[config.mk]
export PLATFORM = sky130hd
export DESIGN_NAME = qar_core
export DESIGN_NICKNAME = d
export VERILOG_FILES = /design/src/hw/qar_pkg.sv /design/src/hw/qar_core.sv /design/src/hw/qar_execute.sv /design/src/hw/qar_issue.sv /design/src/hw/qar_regfile.sv /design/src/hw/qar_fetch.sv
export VERILOG_INCLUDE_DIRS = /design/src /design/src/hw
export SDC_FILE = /design/constraint.sdc
export NUM_CORES = 2
export LEC_CHECK = 0
export BUFFER_PORTS_ARGS = -buffer_cell sky130_fd_sc_hd__buf_4
export CAP_MARGIN = 10
export CORE_MARGIN = 5
export CORE_UTILIZATION = 30
export DETAILED_ROUTE_END_ITERATION = 10
export GPL_ROUTABILITY_DRIVEN = 0
export PLACE_DENSITY = 0.47
export SYNTH_ARGS = -nofsm -noshare
export SYNTH_HDL_FRONTEND = slang
export SYNTH_SLANG_ARGS = --single-unit
export TNS_END_PERCENT = 100
[constraint.sdc]
create_clock -name clk -period 13.5 [get_ports clk]
set_clock_uncertainty 0.05 [all_clocks]
set_input_delay 0.675 -clock clk [delete_from_list [all_inputs] [get_ports clk]]
set_output_delay 0.675 -clock clk [all_outputs]
set_load 0.02 [all_outputs]
[src/hw/qar_defines.svh]
/*
 * Core-wide constants for the QAR pipeline, fixed by the RV32I ISA.
 * Included by the package and by any module that needs a raw value.
 */
`ifndef QAR_DEFINES_SVH
`define QAR_DEFINES_SVH

// Data and address width
`define QAR_XLEN 32

// Architectural registers, x0 included
`define QAR_REG_COUNT 32

`define QAR_RESET_PC 32'h0000_0000   // First fetch address
`define QAR_PC_STEP  32'd4           // Bytes per instruction

`endif
[src/hw/qar_pkg.sv]
/*
 * Shared types for the QAR core: words, register indices, opcode and
 * ALU encodings, and the items passed between pipeline stages.
 */
`default_nettype none

`include "qar_defines.svh"

package qar_pkg;

    typedef logic [`QAR_XLEN-1:0] word_t;
    typedef logic [$clog2(`QAR_REG_COUNT)-1:0] reg_idx_t;

    // Major opcodes handled by the core
    typedef enum logic [6:0] {
        OPC_OP     = 7'b0110011,
        OPC_OP_IMM = 7'b0010011,
        OPC_LOAD   = 7'b0000011,
        OPC_STORE  = 7'b0100011,
        OPC_BRANCH = 7'b1100011,
        OPC_JAL    = 7'b1101111,
        OPC_JALR   = 7'b1100111,
        OPC_LUI    = 7'b0110111,
        OPC_AUIPC  = 7'b0010111
    } opcode_e;

    typedef enum logic [2:0] {
        ALU_ADD, ALU_SUB, ALU_AND, ALU_OR, ALU_XOR, ALU_SLL, ALU_SRL
    } alu_op_e;

    // --------------------------------------------------
    // Stage items
    // --------------------------------------------------
    typedef struct packed { word_t pc; word_t instr; } fetch_item_t;
    typedef struct packed {
        word_t pc;
        word_t instr;
        word_t rs1_val;
        word_t rs2_val;
    } issue_item_t;
    typedef struct packed { logic en; reg_idx_t addr; word_t data; } rf_write_t;
    typedef struct packed { logic valid; word_t target; } redirect_t;   // Flush + new PC
    typedef struct packed { logic we; word_t addr; word_t wdata; } dmem_req_t;

endpackage

`default_nettype wire

[src/hw/qar_core.sv]
/*
 * Top level of the three-stage QAR core. Connects fetch, issue and
 * execute to the instruction and data memory ports.
 */
`timescale 1ns/100ps
`default_nettype none

module qar_core (
    input  logic               clk,
    input  logic               rst_n,

    // Instruction memory port
    output logic               imem_valid,
    output qar_pkg::word_t     imem_addr,
    input  logic               imem_ready,
    input  qar_pkg::word_t     imem_rdata,

    // Data memory port
    output logic               mem_valid,
    output qar_pkg::dmem_req_t mem_req,
    input  logic               mem_ready,
    input  qar_pkg::word_t     mem_rdata
);

    qar_pkg::fetch_item_t fetch_item;
    logic                 fetch_valid;
    logic                 fetch_accept;
    qar_pkg::issue_item_t issue_item;
    logic                 issue_valid;
    logic                 ex_busy;
    qar_pkg::rf_write_t   wb;
    qar_pkg::redirect_t   redirect;   // Taken branch or jump
    logic                 load_pending;
    qar_pkg::reg_idx_t    load_rd;

    qar_fetch u_fetch (
        .clk         (clk),
        .rst_n       (rst_n),
        .redirect    (redirect),
        .imem_valid  (imem_valid),
        .imem_addr   (imem_addr),
        .imem_ready  (imem_ready),
        .imem_rdata  (imem_rdata),
        .item        (fetch_item),
        .item_valid  (fetch_valid),
        .item_accept (fetch_accept)
    );

    qar_issue u_issue (
        .clk          (clk),
        .rst_n        (rst_n),
        .in_item      (fetch_item),
        .in_valid     (fetch_valid),
        .in_accept    (fetch_accept),
        .wb           (wb),
        .redirect     (redirect),
        .load_pending (load_pending),
        .load_rd      (load_rd),
        .out_item     (issue_item),
        .out_valid    (issue_valid),
        .ex_busy      (ex_busy)
    );

    qar_execute u_execute (
        .clk          (clk),
        .rst_n        (rst_n),
        .item         (issue_item),
        .item_valid   (issue_valid),
        .busy         (ex_busy),
        .wb           (wb),
        .redirect     (redirect),
        .load_pending (load_pending),
        .load_rd      (load_rd),
        .mem_valid    (mem_valid),
        .mem_req      (mem_req),
        .mem_ready    (mem_ready),
        .mem_rdata    (mem_rdata)
    );

endmodule

`default_nettype wire

[src/hw/qar_execute.sv]
/*
 * Execute stage. Runs the ALU, resolves branches and jumps, drives the
 * data memory port for LW/SW and produces register write-back.
 */
`timescale 1ns/100ps
`default_nettype none

`include "qar_defines.svh"

module qar_execute (
    input  logic                 clk,
    input  logic                 rst_n,
    input  qar_pkg::issue_item_t item,
    input  logic                 item_valid,
    output logic                 busy,
    output qar_pkg::rf_write_t   wb,
    output qar_pkg::redirect_t   redirect,
    output logic                 load_pending,
    output qar_pkg::reg_idx_t    load_rd,
    output logic                 mem_valid,
    output qar_pkg::dmem_req_t   mem_req,
    input  logic                 mem_ready,
    input  qar_pkg::word_t       mem_rdata
);

    function automatic qar_pkg::word_t imm_i(input qar_pkg::word_t instr);
        return {{20{instr[31]}}, instr[31:20]};
    endfunction

    function automatic qar_pkg::word_t imm_s(input qar_pkg::word_t instr);
        return {{20{instr[31]}}, instr[31:25], instr[11:7]};
    endfunction

    qar_pkg::issue_item_t ex;
    logic                 ex_valid;
    logic                 accept;
    qar_pkg::opcode_e     in_opc;
    logic                 in_mem;     // Incoming LW or SW
    qar_pkg::opcode_e     opc;
    logic [2:0]           f3;
    logic [6:0]           f7;
    qar_pkg::word_t       pc_next;
    qar_pkg::word_t       alu_b;
    qar_pkg::word_t       alu_res;
    qar_pkg::alu_op_e     alu_op;
    logic                 alu_legal;
    logic                 taken;
    logic                 write;

    assign in_opc = qar_pkg::opcode_e'(item.instr[6:0]);
    assign in_mem = (in_opc == qar_pkg::OPC_LOAD || in_opc == qar_pkg::OPC_STORE) &&
                    item.instr[14:12] == 3'b010;

    assign busy   = mem_valid && !mem_ready;
    assign accept = item_valid && !busy && !redirect.valid;   // Flush drops the incoming item

    assign opc     = qar_pkg::opcode_e'(ex.instr[6:0]);
    assign f3      = ex.instr[14:12];
    assign f7      = ex.instr[31:25];
    assign pc_next = ex.pc + `QAR_PC_STEP;
    assign alu_b   = (opc == qar_pkg::OPC_OP) ? ex.rs2_val : imm_i(ex.instr);

    assign load_pending = mem_valid && !mem_req.we && !mem_ready;
    assign load_rd      = ex.instr[11:7];

    // --------------------------------------------------
    // ALU and branch compare
    // --------------------------------------------------
    always_comb begin
        alu_op    = qar_pkg::ALU_ADD;
        alu_legal = (f7 == 7'b0000000);
        if (opc == qar_pkg::OPC_OP) begin
            case (f3)
                3'b000: begin
                    if (f7 == 7'b0100000) begin
                        alu_op    = qar_pkg::ALU_SUB;
                        alu_legal = 1'b1;
                    end
                end
                3'b111:  alu_op = qar_pkg::ALU_AND;
                3'b110:  alu_op = qar_pkg::ALU_OR;
                3'b100:  alu_op = qar_pkg::ALU_XOR;
                3'b001:  alu_op = qar_pkg::ALU_SLL;
                3'b101:  alu_op = qar_pkg::ALU_SRL;
                default: alu_legal = 1'b0;   // SLT/SLTU not supported
            endcase
        end else begin
            alu_legal = (f3 == 3'b000);   // ADDI only
        end
    end

    always_comb begin
        case (alu_op)
            qar_pkg::ALU_SUB: alu_res = ex.rs1_val - alu_b;
            qar_pkg::ALU_AND: alu_res = ex.rs1_val & alu_b;
            qar_pkg::ALU_OR:  alu_res = ex.rs1_val | alu_b;
            qar_pkg::ALU_XOR: alu_res = ex.rs1_val ^ alu_b;
            qar_pkg::ALU_SLL: alu_res = ex.rs1_val << alu_b[4:0];
            qar_pkg::ALU_SRL: alu_res = ex.rs1_val >> alu_b[4:0];
            default:          alu_res = ex.rs1_val + alu_b;
        endcase
    end

    always_comb begin
        case (f3)
            3'b000:  taken = (ex.rs1_val == ex.rs2_val);
            3'b001:  taken = (ex.rs1_val != ex.rs2_val);
            3'b100:  taken = ($signed(ex.rs1_val) < $signed(ex.rs2_val));
            3'b101:  taken = ($signed(ex.rs1_val) >= $signed(ex.rs2_val));
            3'b110:  taken = (ex.rs1_val < ex.rs2_val);
            3'b111:  taken = (ex.rs1_val >= ex.rs2_val);
            default: taken = 1'b0;
        endcase
    end

    // --------------------------------------------------
    // Write-back and redirect
    // --------------------------------------------------
    always_comb begin
        write    = 1'b0;
        wb.addr  = ex.instr[11:7];
        wb.data  = alu_res;
        redirect = '0;
        if (ex_valid) begin
            case (opc)
                qar_pkg::OPC_OP, qar_pkg::OPC_OP_IMM: write = alu_legal;
                qar_pkg::OPC_LUI: begin
                    write   = 1'b1;
                    wb.data = {ex.instr[31:12], 12'b0};
                end
                qar_pkg::OPC_AUIPC: begin
                    write   = 1'b1;
                    wb.data = ex.pc + {ex.instr[31:12], 12'b0};
                end
                qar_pkg::OPC_JAL: begin
                    write           = 1'b1;
                    wb.data         = pc_next;
                    redirect.valid  = 1'b1;
                    redirect.target = ex.pc + {{12{ex.instr[31]}}, ex.instr[19:12],
                                               ex.instr[20], ex.instr[30:21], 1'b0};
                end
                qar_pkg::OPC_JALR: begin
                    write           = (f3 == 3'b000);
                    wb.data         = pc_next;
                    redirect.valid  = (f3 == 3'b000);
                    redirect.target = (ex.rs1_val + imm_i(ex.instr)) & ~32'd1;
                end
                qar_pkg::OPC_BRANCH: begin
                    redirect.valid  = taken;
                    redirect.target = ex.pc + {{20{ex.instr[31]}}, ex.instr[7],
                                               ex.instr[30:25], ex.instr[11:8], 1'b0};
                end
                qar_pkg::OPC_LOAD: begin
                    write   = mem_valid && mem_ready;   // Completion cycle only
                    wb.data = mem_rdata;
                end
                default: ;   // Stores and unknown encodings write nothing
            endcase
        end
        wb.en = write && wb.addr != '0;
    end

    always_ff @(posedge clk or negedge rst_n) begin
        if (!rst_n) begin
            ex_valid  <= 1'b0;
            mem_valid <= 1'b0;
        end else begin
            if (!busy) begin
                ex_valid <= accept;
            end
            if (accept && in_mem) begin
                mem_valid <= 1'b1;
            end else if (mem_ready) begin
                mem_valid <= 1'b0;
            end
        end
    end

    // Request is built from the incoming item so mem_valid rises with it
    always_ff @(posedge clk) begin
        if (accept) begin
            ex            <= item;
            mem_req.we    <= (in_opc == qar_pkg::OPC_STORE);
            mem_req.addr  <= item.rs1_val + ((in_opc == qar_pkg::OPC_STORE) ?
                                             imm_s(item.instr) : imm_i(item.instr));
            mem_req.wdata <= item.rs2_val;
        end
    end

endmodule

`default_nettype wire

[src/hw/qar_issue.sv]
/*
 * Decode/issue stage. Buffers one fetched instruction, reads its source
 * operands with forwarding from write-back, and holds on load-use hazards.
 */
`timescale 1ns/100ps
`default_nettype none

module qar_issue (
    input  logic                 clk,
    input  logic                 rst_n,
    input  qar_pkg::fetch_item_t in_item,
    input  logic                 in_valid,
    output logic                 in_accept,
    input  qar_pkg::rf_write_t   wb,
    input  qar_pkg::redirect_t   redirect,
    input  logic                 load_pending,
    input  qar_pkg::reg_idx_t    load_rd,
    output qar_pkg::issue_item_t out_item,
    output logic                 out_valid,
    input  logic                 ex_busy
);

    qar_pkg::fetch_item_t held;
    logic                 held_valid;
    qar_pkg::opcode_e     opc;
    qar_pkg::reg_idx_t    rs1;
    qar_pkg::reg_idx_t    rs2;
    qar_pkg::word_t       rf_rdata1;
    qar_pkg::word_t       rf_rdata2;
    logic                 uses_rs1;
    logic                 uses_rs2;
    logic                 hazard;

    assign opc = qar_pkg::opcode_e'(held.instr[6:0]);
    assign rs1 = held.instr[19:15];
    assign rs2 = held.instr[24:20];

    // Which sources the opcode actually reads
    assign uses_rs1 = opc inside {qar_pkg::OPC_OP, qar_pkg::OPC_OP_IMM, qar_pkg::OPC_LOAD,
                                  qar_pkg::OPC_STORE, qar_pkg::OPC_BRANCH, qar_pkg::OPC_JALR};
    assign uses_rs2 = opc inside {qar_pkg::OPC_OP, qar_pkg::OPC_STORE, qar_pkg::OPC_BRANCH};

    qar_regfile u_regfile (
        .clk    (clk),
        .rst_n  (rst_n),
        .wr     (wb),
        .raddr1 (rs1),
        .raddr2 (rs2),
        .rdata1 (rf_rdata1),
        .rdata2 (rf_rdata2)
    );

    // --------------------------------------------------
    // Hazard and operand selection
    // --------------------------------------------------
    assign hazard = load_pending &&
                    ((uses_rs1 && rs1 != '0 && rs1 == load_rd) ||
                     (uses_rs2 && rs2 != '0 && rs2 == load_rd));

    always_comb begin
        out_item.pc      = held.pc;
        out_item.instr   = held.instr;
        out_item.rs1_val = (uses_rs1 && wb.en && wb.addr == rs1) ? wb.data : rf_rdata1;
        out_item.rs2_val = (uses_rs2 && wb.en && wb.addr == rs2) ? wb.data : rf_rdata2;
    end

    assign out_valid = held_valid && !hazard;
    assign in_accept = !held_valid || (out_valid && !ex_busy);   // Empty or leaving

    always_ff @(posedge clk or negedge rst_n) begin
        if (!rst_n) begin
            held_valid <= 1'b0;
        end else if (redirect.valid) begin
            held_valid <= 1'b0;
        end else if (in_accept) begin
            held_valid <= in_valid;
        end
    end

    always_ff @(posedge clk) begin
        if (in_accept && in_valid) begin
            held <= in_item;
        end
    end

endmodule

`default_nettype wire

[src/hw/qar_regfile.sv]
/*
 * Integer register file, two asynchronous read ports and one write port.
 * x0 ignores writes and always reads as zero.
 */
`timescale 1ns/100ps
`default_nettype none

`include "qar_defines.svh"

module qar_regfile (
    input  logic                clk,
    input  logic                rst_n,
    input  qar_pkg::rf_write_t  wr,
    input  qar_pkg::reg_idx_t   raddr1,
    input  qar_pkg::reg_idx_t   raddr2,
    output qar_pkg::word_t      rdata1,
    output qar_pkg::word_t      rdata2
);

    qar_pkg::word_t regs [`QAR_REG_COUNT];

    always_ff @(posedge clk or negedge rst_n) begin
        if (!rst_n) begin
            for (int i = 0; i < `QAR_REG_COUNT; i++) begin
                regs[i] <= '0;
            end
        end else if (wr.en && wr.addr != '0) begin
            regs[wr.addr] <= wr.data;
        end
    end

    assign rdata1 = (raddr1 == '0) ? '0 : regs[raddr1];
    assign rdata2 = (raddr2 == '0) ? '0 : regs[raddr2];

endmodule

`default_nettype wire

[src/hw/qar_fetch.sv]
/*
 * Fetch stage. Keeps one request in flight on the instruction port and
 * hands each answer on through a one-entry slot; redirects restart it.
 */
`timescale 1ns/100ps
`default_nettype none

`include "qar_defines.svh"

module qar_fetch (
    input  logic                 clk,
    input  logic                 rst_n,
    input  qar_pkg::redirect_t   redirect,
    output logic                 imem_valid,
    output qar_pkg::word_t       imem_addr,
    input  logic                 imem_ready,
    input  qar_pkg::word_t       imem_rdata,
    output qar_pkg::fetch_item_t item,
    output logic                 item_valid,
    input  logic                 item_accept
);

    qar_pkg::word_t pc;   // Next address to request
    logic pending;        // Request outstanding on imem
    logic discard;        // Answer belongs to a flushed path
    logic answer;
    logic launch;

    assign imem_valid = pending;
    assign answer     = pending && imem_ready;
    assign launch     = !pending && (!item_valid || item_accept) && !redirect.valid;

    always_ff @(posedge clk or negedge rst_n) begin
        if (!rst_n) begin
            pc         <= `QAR_RESET_PC;
            imem_addr  <= `QAR_RESET_PC;
            pending    <= 1'b0;
            discard    <= 1'b0;
            item_valid <= 1'b0;
        end else begin
            if (pending) begin
                if (imem_ready) begin
                    pending <= 1'b0;
                    discard <= 1'b0;
                end else if (redirect.valid) begin
                    discard <= 1'b1;   // Address must stay put until ready
                end
            end else if (launch) begin
                pending   <= 1'b1;
                imem_addr <= pc;
                pc        <= pc + `QAR_PC_STEP;
            end

            if (redirect.valid) begin
                pc         <= redirect.target;
                item_valid <= 1'b0;
            end else if (answer && !discard) begin
                item_valid <= 1'b1;
            end else if (item_accept) begin
                item_valid <= 1'b0;
            end
        end
    end

    // Slot payload
    always_ff @(posedge clk) begin
        if (answer && !discard) begin
            item.pc    <= imem_addr;
            item.instr <= imem_rdata;
        end
    end

endmodule

`default_nettype wire

==> impl_metrics.xml <==
<?xml version="1.0" encoding="UTF-8"?>
<metrics>
  <group name="status">
    <metric name="outcome" unit="">finished, final reports clean</metric>
  </group>
  <group name="clocking">
    <metric name="root_buffer" unit="">sky130_fd_sc_hd__clkbuf_16</metric>
    <metric name="postCtsResizedCells" unit="">0</metric>
    <metric name="htreeDepth" unit="">4</metric>
    <metric name="clk_latency" unit="ns">0.84</metric>
    <metric name="post-cts-setup-buffer-count" unit="">0</metric>
    <metric name="cts_buffer_depth" unit="">3</metric>
    <metric name="clock_sink_count" unit="">1383</metric>
    <metric name="cts_tree" unit="">built</metric>
    <metric name="ctsHoldBuffers" unit="">34</metric>
    <metric name="cts.reportedPaths.clkPinSlew" unit="ns">0.06</metric>
    <metric name="tritoncts.num_buffers" unit="">155</metric>
  </group>
  <group name="place">
    <metric name="hpwlAfterDp" unit="um">208000</metric>
    <metric name="place.port_buffers" unit="">166</metric>
    <metric name="pre_cts_slack" unit="ns">3.70</metric>
    <metric name="placed_area" unit="sq um">86800</metric>
  </group>
  <group name="floorplanning">
    <metric name="io-pin-count" unit="">167</metric>
    <metric name="floorplan.core_area" unit="sq um">271000</metric>
    <metric name="chip_height" unit="um">532</metric>
    <metric name="die_width" unit="um">532</metric>
    <metric name="initial_core_utilization" unit="">0.302</metric>
    <metric name="design.die.area" unit="sq um">283000</metric>
    <metric name="placementRows" unit="">191</metric>
  </group>
  <group name="sta">
    <metric name="setup_total_negative_slack" unit="ns">0</metric>
    <metric name="final.hold.worst_slack" unit="ns">0.0774</metric>
    <metric name="period_utilization" unit="">0.742</metric>
    <metric name="tightest_slew" unit="ns">1.23</metric>
    <metric name="postLayoutSetupSlackWorst" unit="ns">3.49</metric>
    <metric name="rsz0062_at_grt" unit="">no</metric>
    <metric name="slew_headroom" unit="">0.169</metric>
    <metric name="final-max-slew-violation-count" unit="">0</metric>
    <metric name="final.min_clock_period" unit="ns">10.01</metric>
    <metric name="setup_viol" unit="">0</metric>
    <metric name="hold_violations" unit="">0</metric>
    <metric name="fmax" unit="GHz">0.0999</metric>
  </group>
  <group name="worst_setup_path">
    <metric name="worstPathMaxFanout" unit="">46</metric>
    <metric name="critPathRequiredTime" unit="ns">14.14</metric>
    <metric name="crit_path_capture_type" unit="">flip-flop</metric>
    <metric name="critical_path_arrival" unit="ns">10.65</metric>
    <metric name="r2r-start" unit="">u_execute.ex[67]</metric>
    <metric name="critPathKind" unit="">reg2reg</metric>
    <metric name="r2r_slack" unit="ns">3.49</metric>
    <metric name="critical_path.startpoint_type" unit="">flip-flop</metric>
    <metric name="r2r_end" unit="">u_execute.mem_req[63]</metric>
    <metric name="timing.reg2reg.worst_path_depth" unit="">27</metric>
  </group>
  <group name="yosys">
    <metric name="syn-num-nets" unit="">7253</metric>
    <metric name="synth-seq-area-share" unit="">0.441</metric>
    <metric name="post-synth-top-count-cell" unit="">sky130_fd_sc_hd__dfrtp_1</metric>
    <metric name="dominantRegCellSynth" unit="">sky130_fd_sc_hd__dfrtp_1</metric>
    <metric name="mappedNetlistArea" unit="sq um">81800</metric>
    <metric name="syn-mean-instance-area" unit="sq um">11.8</metric>
    <metric name="synth_largest_area_cell" unit="">sky130_fd_sc_hd__dfrtp_1</metric>
    <metric name="share_of_synthesized_flip_flops_with_an_asynchronous_set_or_reset" unit="">0.791</metric>
    <metric name="synth_largest_type_area_fraction" unit="">0.335</metric>
    <metric name="number_of_enable_flip_flop_cells_after_synthesis" unit="">289</metric>
    <metric name="synthDistinctLibCells" unit="">105</metric>
    <metric name="syn-instance-count" unit="">6940</metric>
    <metric name="synthTopCellsByCount" unit="">sky130_fd_sc_hd__dfrtp_1, sky130_fd_sc_hd__nand2_1, sky130_fd_sc_hd__o21ai_0, sky130_fd_sc_hd__mux4_2, sky130_fd_sc_hd__mux2_2</metric>
    <metric name="yosys_warnings" unit="">0</metric>
    <metric name="synth_area_leaders" unit="">sky130_fd_sc_hd__dfrtp_1, sky130_fd_sc_hd__mux4_2, sky130_fd_sc_hd__edfxtp_1, sky130_fd_sc_hd__mux2_2, sky130_fd_sc_hd__o21ai_0</metric>
    <metric name="synth-seq-cells" unit="">1383</metric>
  </group>
  <group name="grt">
    <metric name="grt_util_all_layers" unit="">0.220</metric>
    <metric name="globalRouteOverflowTotal" unit="">0</metric>
    <metric name="grt_start_max_net_pins" unit="">178</metric>
    <metric name="first_global_vias" unit="">60700</metric>
    <metric name="global_route_wire_length_before_repair" unit="um">456000</metric>
    <metric name="grt_antenna_before_repair" unit="">15</metric>
  </group>
  <group name="power">
    <metric name="combinationalPowerShare" unit="">0.345</metric>
    <metric name="share_clk_of_total_power" unit="">0.297</metric>
    <metric name="power.density" unit="nW/um^2">155</metric>
    <metric name="p_int" unit="mW">8.69</metric>
    <metric name="net_switching_power_figure" unit="mW">5.60</metric>
    <metric name="power.sequential.fraction" unit="">0.358</metric>
    <metric name="switching_share" unit="">0.392</metric>
    <metric name="vdd_drop_max" unit="mV">0.148</metric>
    <metric name="leakagePower" unit="nW">38.8</metric>
  </group>
  <group name="hold_path">
    <metric name="hold_path_end" unit="">u_execute.mem_valid</metric>
    <metric name="holdCritStartpoint" unit="">mem_ready</metric>
    <metric name="holdCritPathClass" unit="">in2reg</metric>
    <metric name="hold-path-cell-count" unit="">2</metric>
  </group>
  <group name="drt">
    <metric name="violation_count_after_the_first_detailed_route_iteration" unit="">6075</metric>
    <metric name="num_vias" unit="">60900</metric>
    <metric name="routed_length_per_placed_instance" unit="um">30.2</metric>
    <metric name="detail-route-antenna-nets" unit="">0</metric>
    <metric name="drt-vias-per-instance" unit="">5.78</metric>
    <metric name="drt_drc_violations_left" unit="">0</metric>
    <metric name="drt_wl_total" unit="um">319000</metric>
    <metric name="detail_route.first_pass.iterations" unit="">8</metric>
  </group>
  <group name="layout">
    <metric name="post_route_cells_drive_above_1_share" unit="">0.260</metric>
    <metric name="area_growth" unit="%">12.7</metric>
    <metric name="num-fill-cells" unit="">26900</metric>
    <metric name="num-nets-final" unit="">7153</metric>
    <metric name="utilization" unit="">0.340</metric>
    <metric name="design_area" unit="sq um">92100</metric>
  </group>
  <group name="run">
    <metric name="drv.max_cap_violation_count" unit="">0</metric>
  </group>
</metrics>
[through the flow]
step           std cells  power, mW
6_report           10500       14.3
5_1_grt            10500       14.9
4_1_cts            10500       14.3
3_5_place_dp       10200       10.0
3_3_place_gp       10200       10.0
2_1_floorplan       6940       8.15
[metal layers]
metal | GRT usage | part of all wire | vias to the layer above
met5 | 0 | 0.00015 | -
met4 | 0.119 | 0.065 | 6
met3 | 0.0344 | 0.067 | 732
met2 | 0.357 | 0.47 | 2664
met1 | 0.282 | 0.40 | 31500
li1 | - | - | 26000
[worst max path at each step]
stage	endpoint	cells after the start	slack, ns	startpoint
after floorplan	u_execute.ex[0]	14	3.61	u_execute.ex[3]
after global placement	u_execute.mem_req[63]	27	3.78	u_execute.ex[67]
after detailed placement	u_execute.mem_req[63]	27	3.70	u_execute.ex[67]
after CTS	u_execute.mem_req[63]	27	3.63	u_execute.ex[67]
after global routing	u_execute.mem_req[63]	28	2.70	u_execute.ex[67]
final	u_execute.mem_req[63]	27	3.49	u_execute.ex[67]
[registers in the layout, summed over array words and instances, names as in the netlist, 5 cells and up]
| register | cells |
|---|---|
| u_fetch.pc | 32 |
| u_fetch.item | 64 |
| u_issue.u_regfile.regs | 1024 |
| u_issue.out_item | 64 |
| u_execute.ex | 123 |
| u_execute.mem_req | 33 |
| u_fetch.imem_addr | 32 |
| u_execute.load_rd | 5 |
[cell type report]
type	instances	area, sq um	share of cell area
flip-flops and latches	1383	36100	0.391
diodes	3	7.51	0.0000815
clock inverters	53	479	0.00520
repair buffers	368	2970	0.0322
inverters	145	547	0.00593
multi-input cells	4787	43100	0.467
well taps	3570	4470	0.0485
clock buffers	231	4550	0.0494
[power groups by stage]
stage | Clock, mW | Combinational, mW | Sequential [mW]
after floorplan | 0 | 3.15 | 4.99
after global placement | 0 | 4.84 | 5.17
after detailed placement | 0 | 4.86 | 5.18
after CTS | 4.36 | 4.89 | 5.10
after global routing | 4.52 | 5.26 | 5.13
final | 4.25 | 4.93 | 5.11
[cells in the final DEF (no fill, tap or decap), types with 83 or more instances in the layout]
cell type                   count
sky130_fd_sc_hd__xor2_1        83
sky130_fd_sc_hd__clkbuf_16    162
sky130_fd_sc_hd__mux2_2       479
sky130_fd_sc_hd__xnor2_1      118
sky130_fd_sc_hd__o21ai_0      724
sky130_fd_sc_hd__inv_1        142
sky130_fd_sc_hd__mux4_2       646
sky130_fd_sc_hd__nand2_1      779
sky130_fd_sc_hd__mux2i_1      123
sky130_fd_sc_hd__buf_4        324
sky130_fd_sc_hd__edfxtp_1     289
sky130_fd_sc_hd__dfrtp_1     1094
sky130_fd_sc_hd__a21o_1        87
sky130_fd_sc_hd__nor2_1       176
sky130_fd_sc_hd__nand3_1      185
sky130_fd_sc_hd__ha_1         240
sky130_fd_sc_hd__a21oi_1      225
[critical path: stages (launching register included)]
cell and delay, ns:
sky130_fd_sc_hd__edfxtp_1 0.46, sky130_fd_sc_hd__nand4bb_1 0.80, sky130_fd_sc_hd__nor2_4 1.16, sky130_fd_sc_hd__a31o_2 0.29
sky130_fd_sc_hd__o2111ai_1 0.14, sky130_fd_sc_hd__a21oi_1 0.29, sky130_fd_sc_hd__o21ai_0 0.27, sky130_fd_sc_hd__nand2_1 0.17
sky130_fd_sc_hd__xnor2_1 0.16, sky130_fd_sc_hd__ha_1 0.33, sky130_fd_sc_hd__a211oi_1 0.33, sky130_fd_sc_hd__nor2_1 0.12
sky130_fd_sc_hd__o41ai_1 0.53, sky130_fd_sc_hd__a21oi_1 0.21, sky130_fd_sc_hd__or2_1 0.25, sky130_fd_sc_hd__a2111oi_0 0.57
sky130_fd_sc_hd__o21ai_0 0.28, sky130_fd_sc_hd__a31oi_4 0.88, sky130_fd_sc_hd__a21o_1 0.25, sky130_fd_sc_hd__ha_1 0.29
sky130_fd_sc_hd__a21o_1 0.19, sky130_fd_sc_hd__a21o_1 0.18, sky130_fd_sc_hd__a21oi_1 0.27, sky130_fd_sc_hd__a21boi_0 0.18
sky130_fd_sc_hd__a311oi_1 0.39, sky130_fd_sc_hd__o31a_1 0.25, sky130_fd_sc_hd__or4b_1 0.44, sky130_fd_sc_hd__nand4_1 0.10
[cells by family (layout without fill, tap and decap cells)]
group | Yosys count | after routing | synth area share
AO/OA/AOI/OAI | 1580 | 1580 | 0.118
buffers and inverters | 770 | 797 | 0.0390
other | 0 | 3 | 0
XOR/XNOR | 201 | 201 | 0.0215
adder cells (fa/ha/maj) | 245 | 245 | 0.0379
multiplexers | 1249 | 1249 | 0.259
flip-flops | 1383 | 1383 | 0.441
AND/OR/NAND/NOR | 1512 | 1512 | 0.0835
Power figures use the tool's default switching activity.
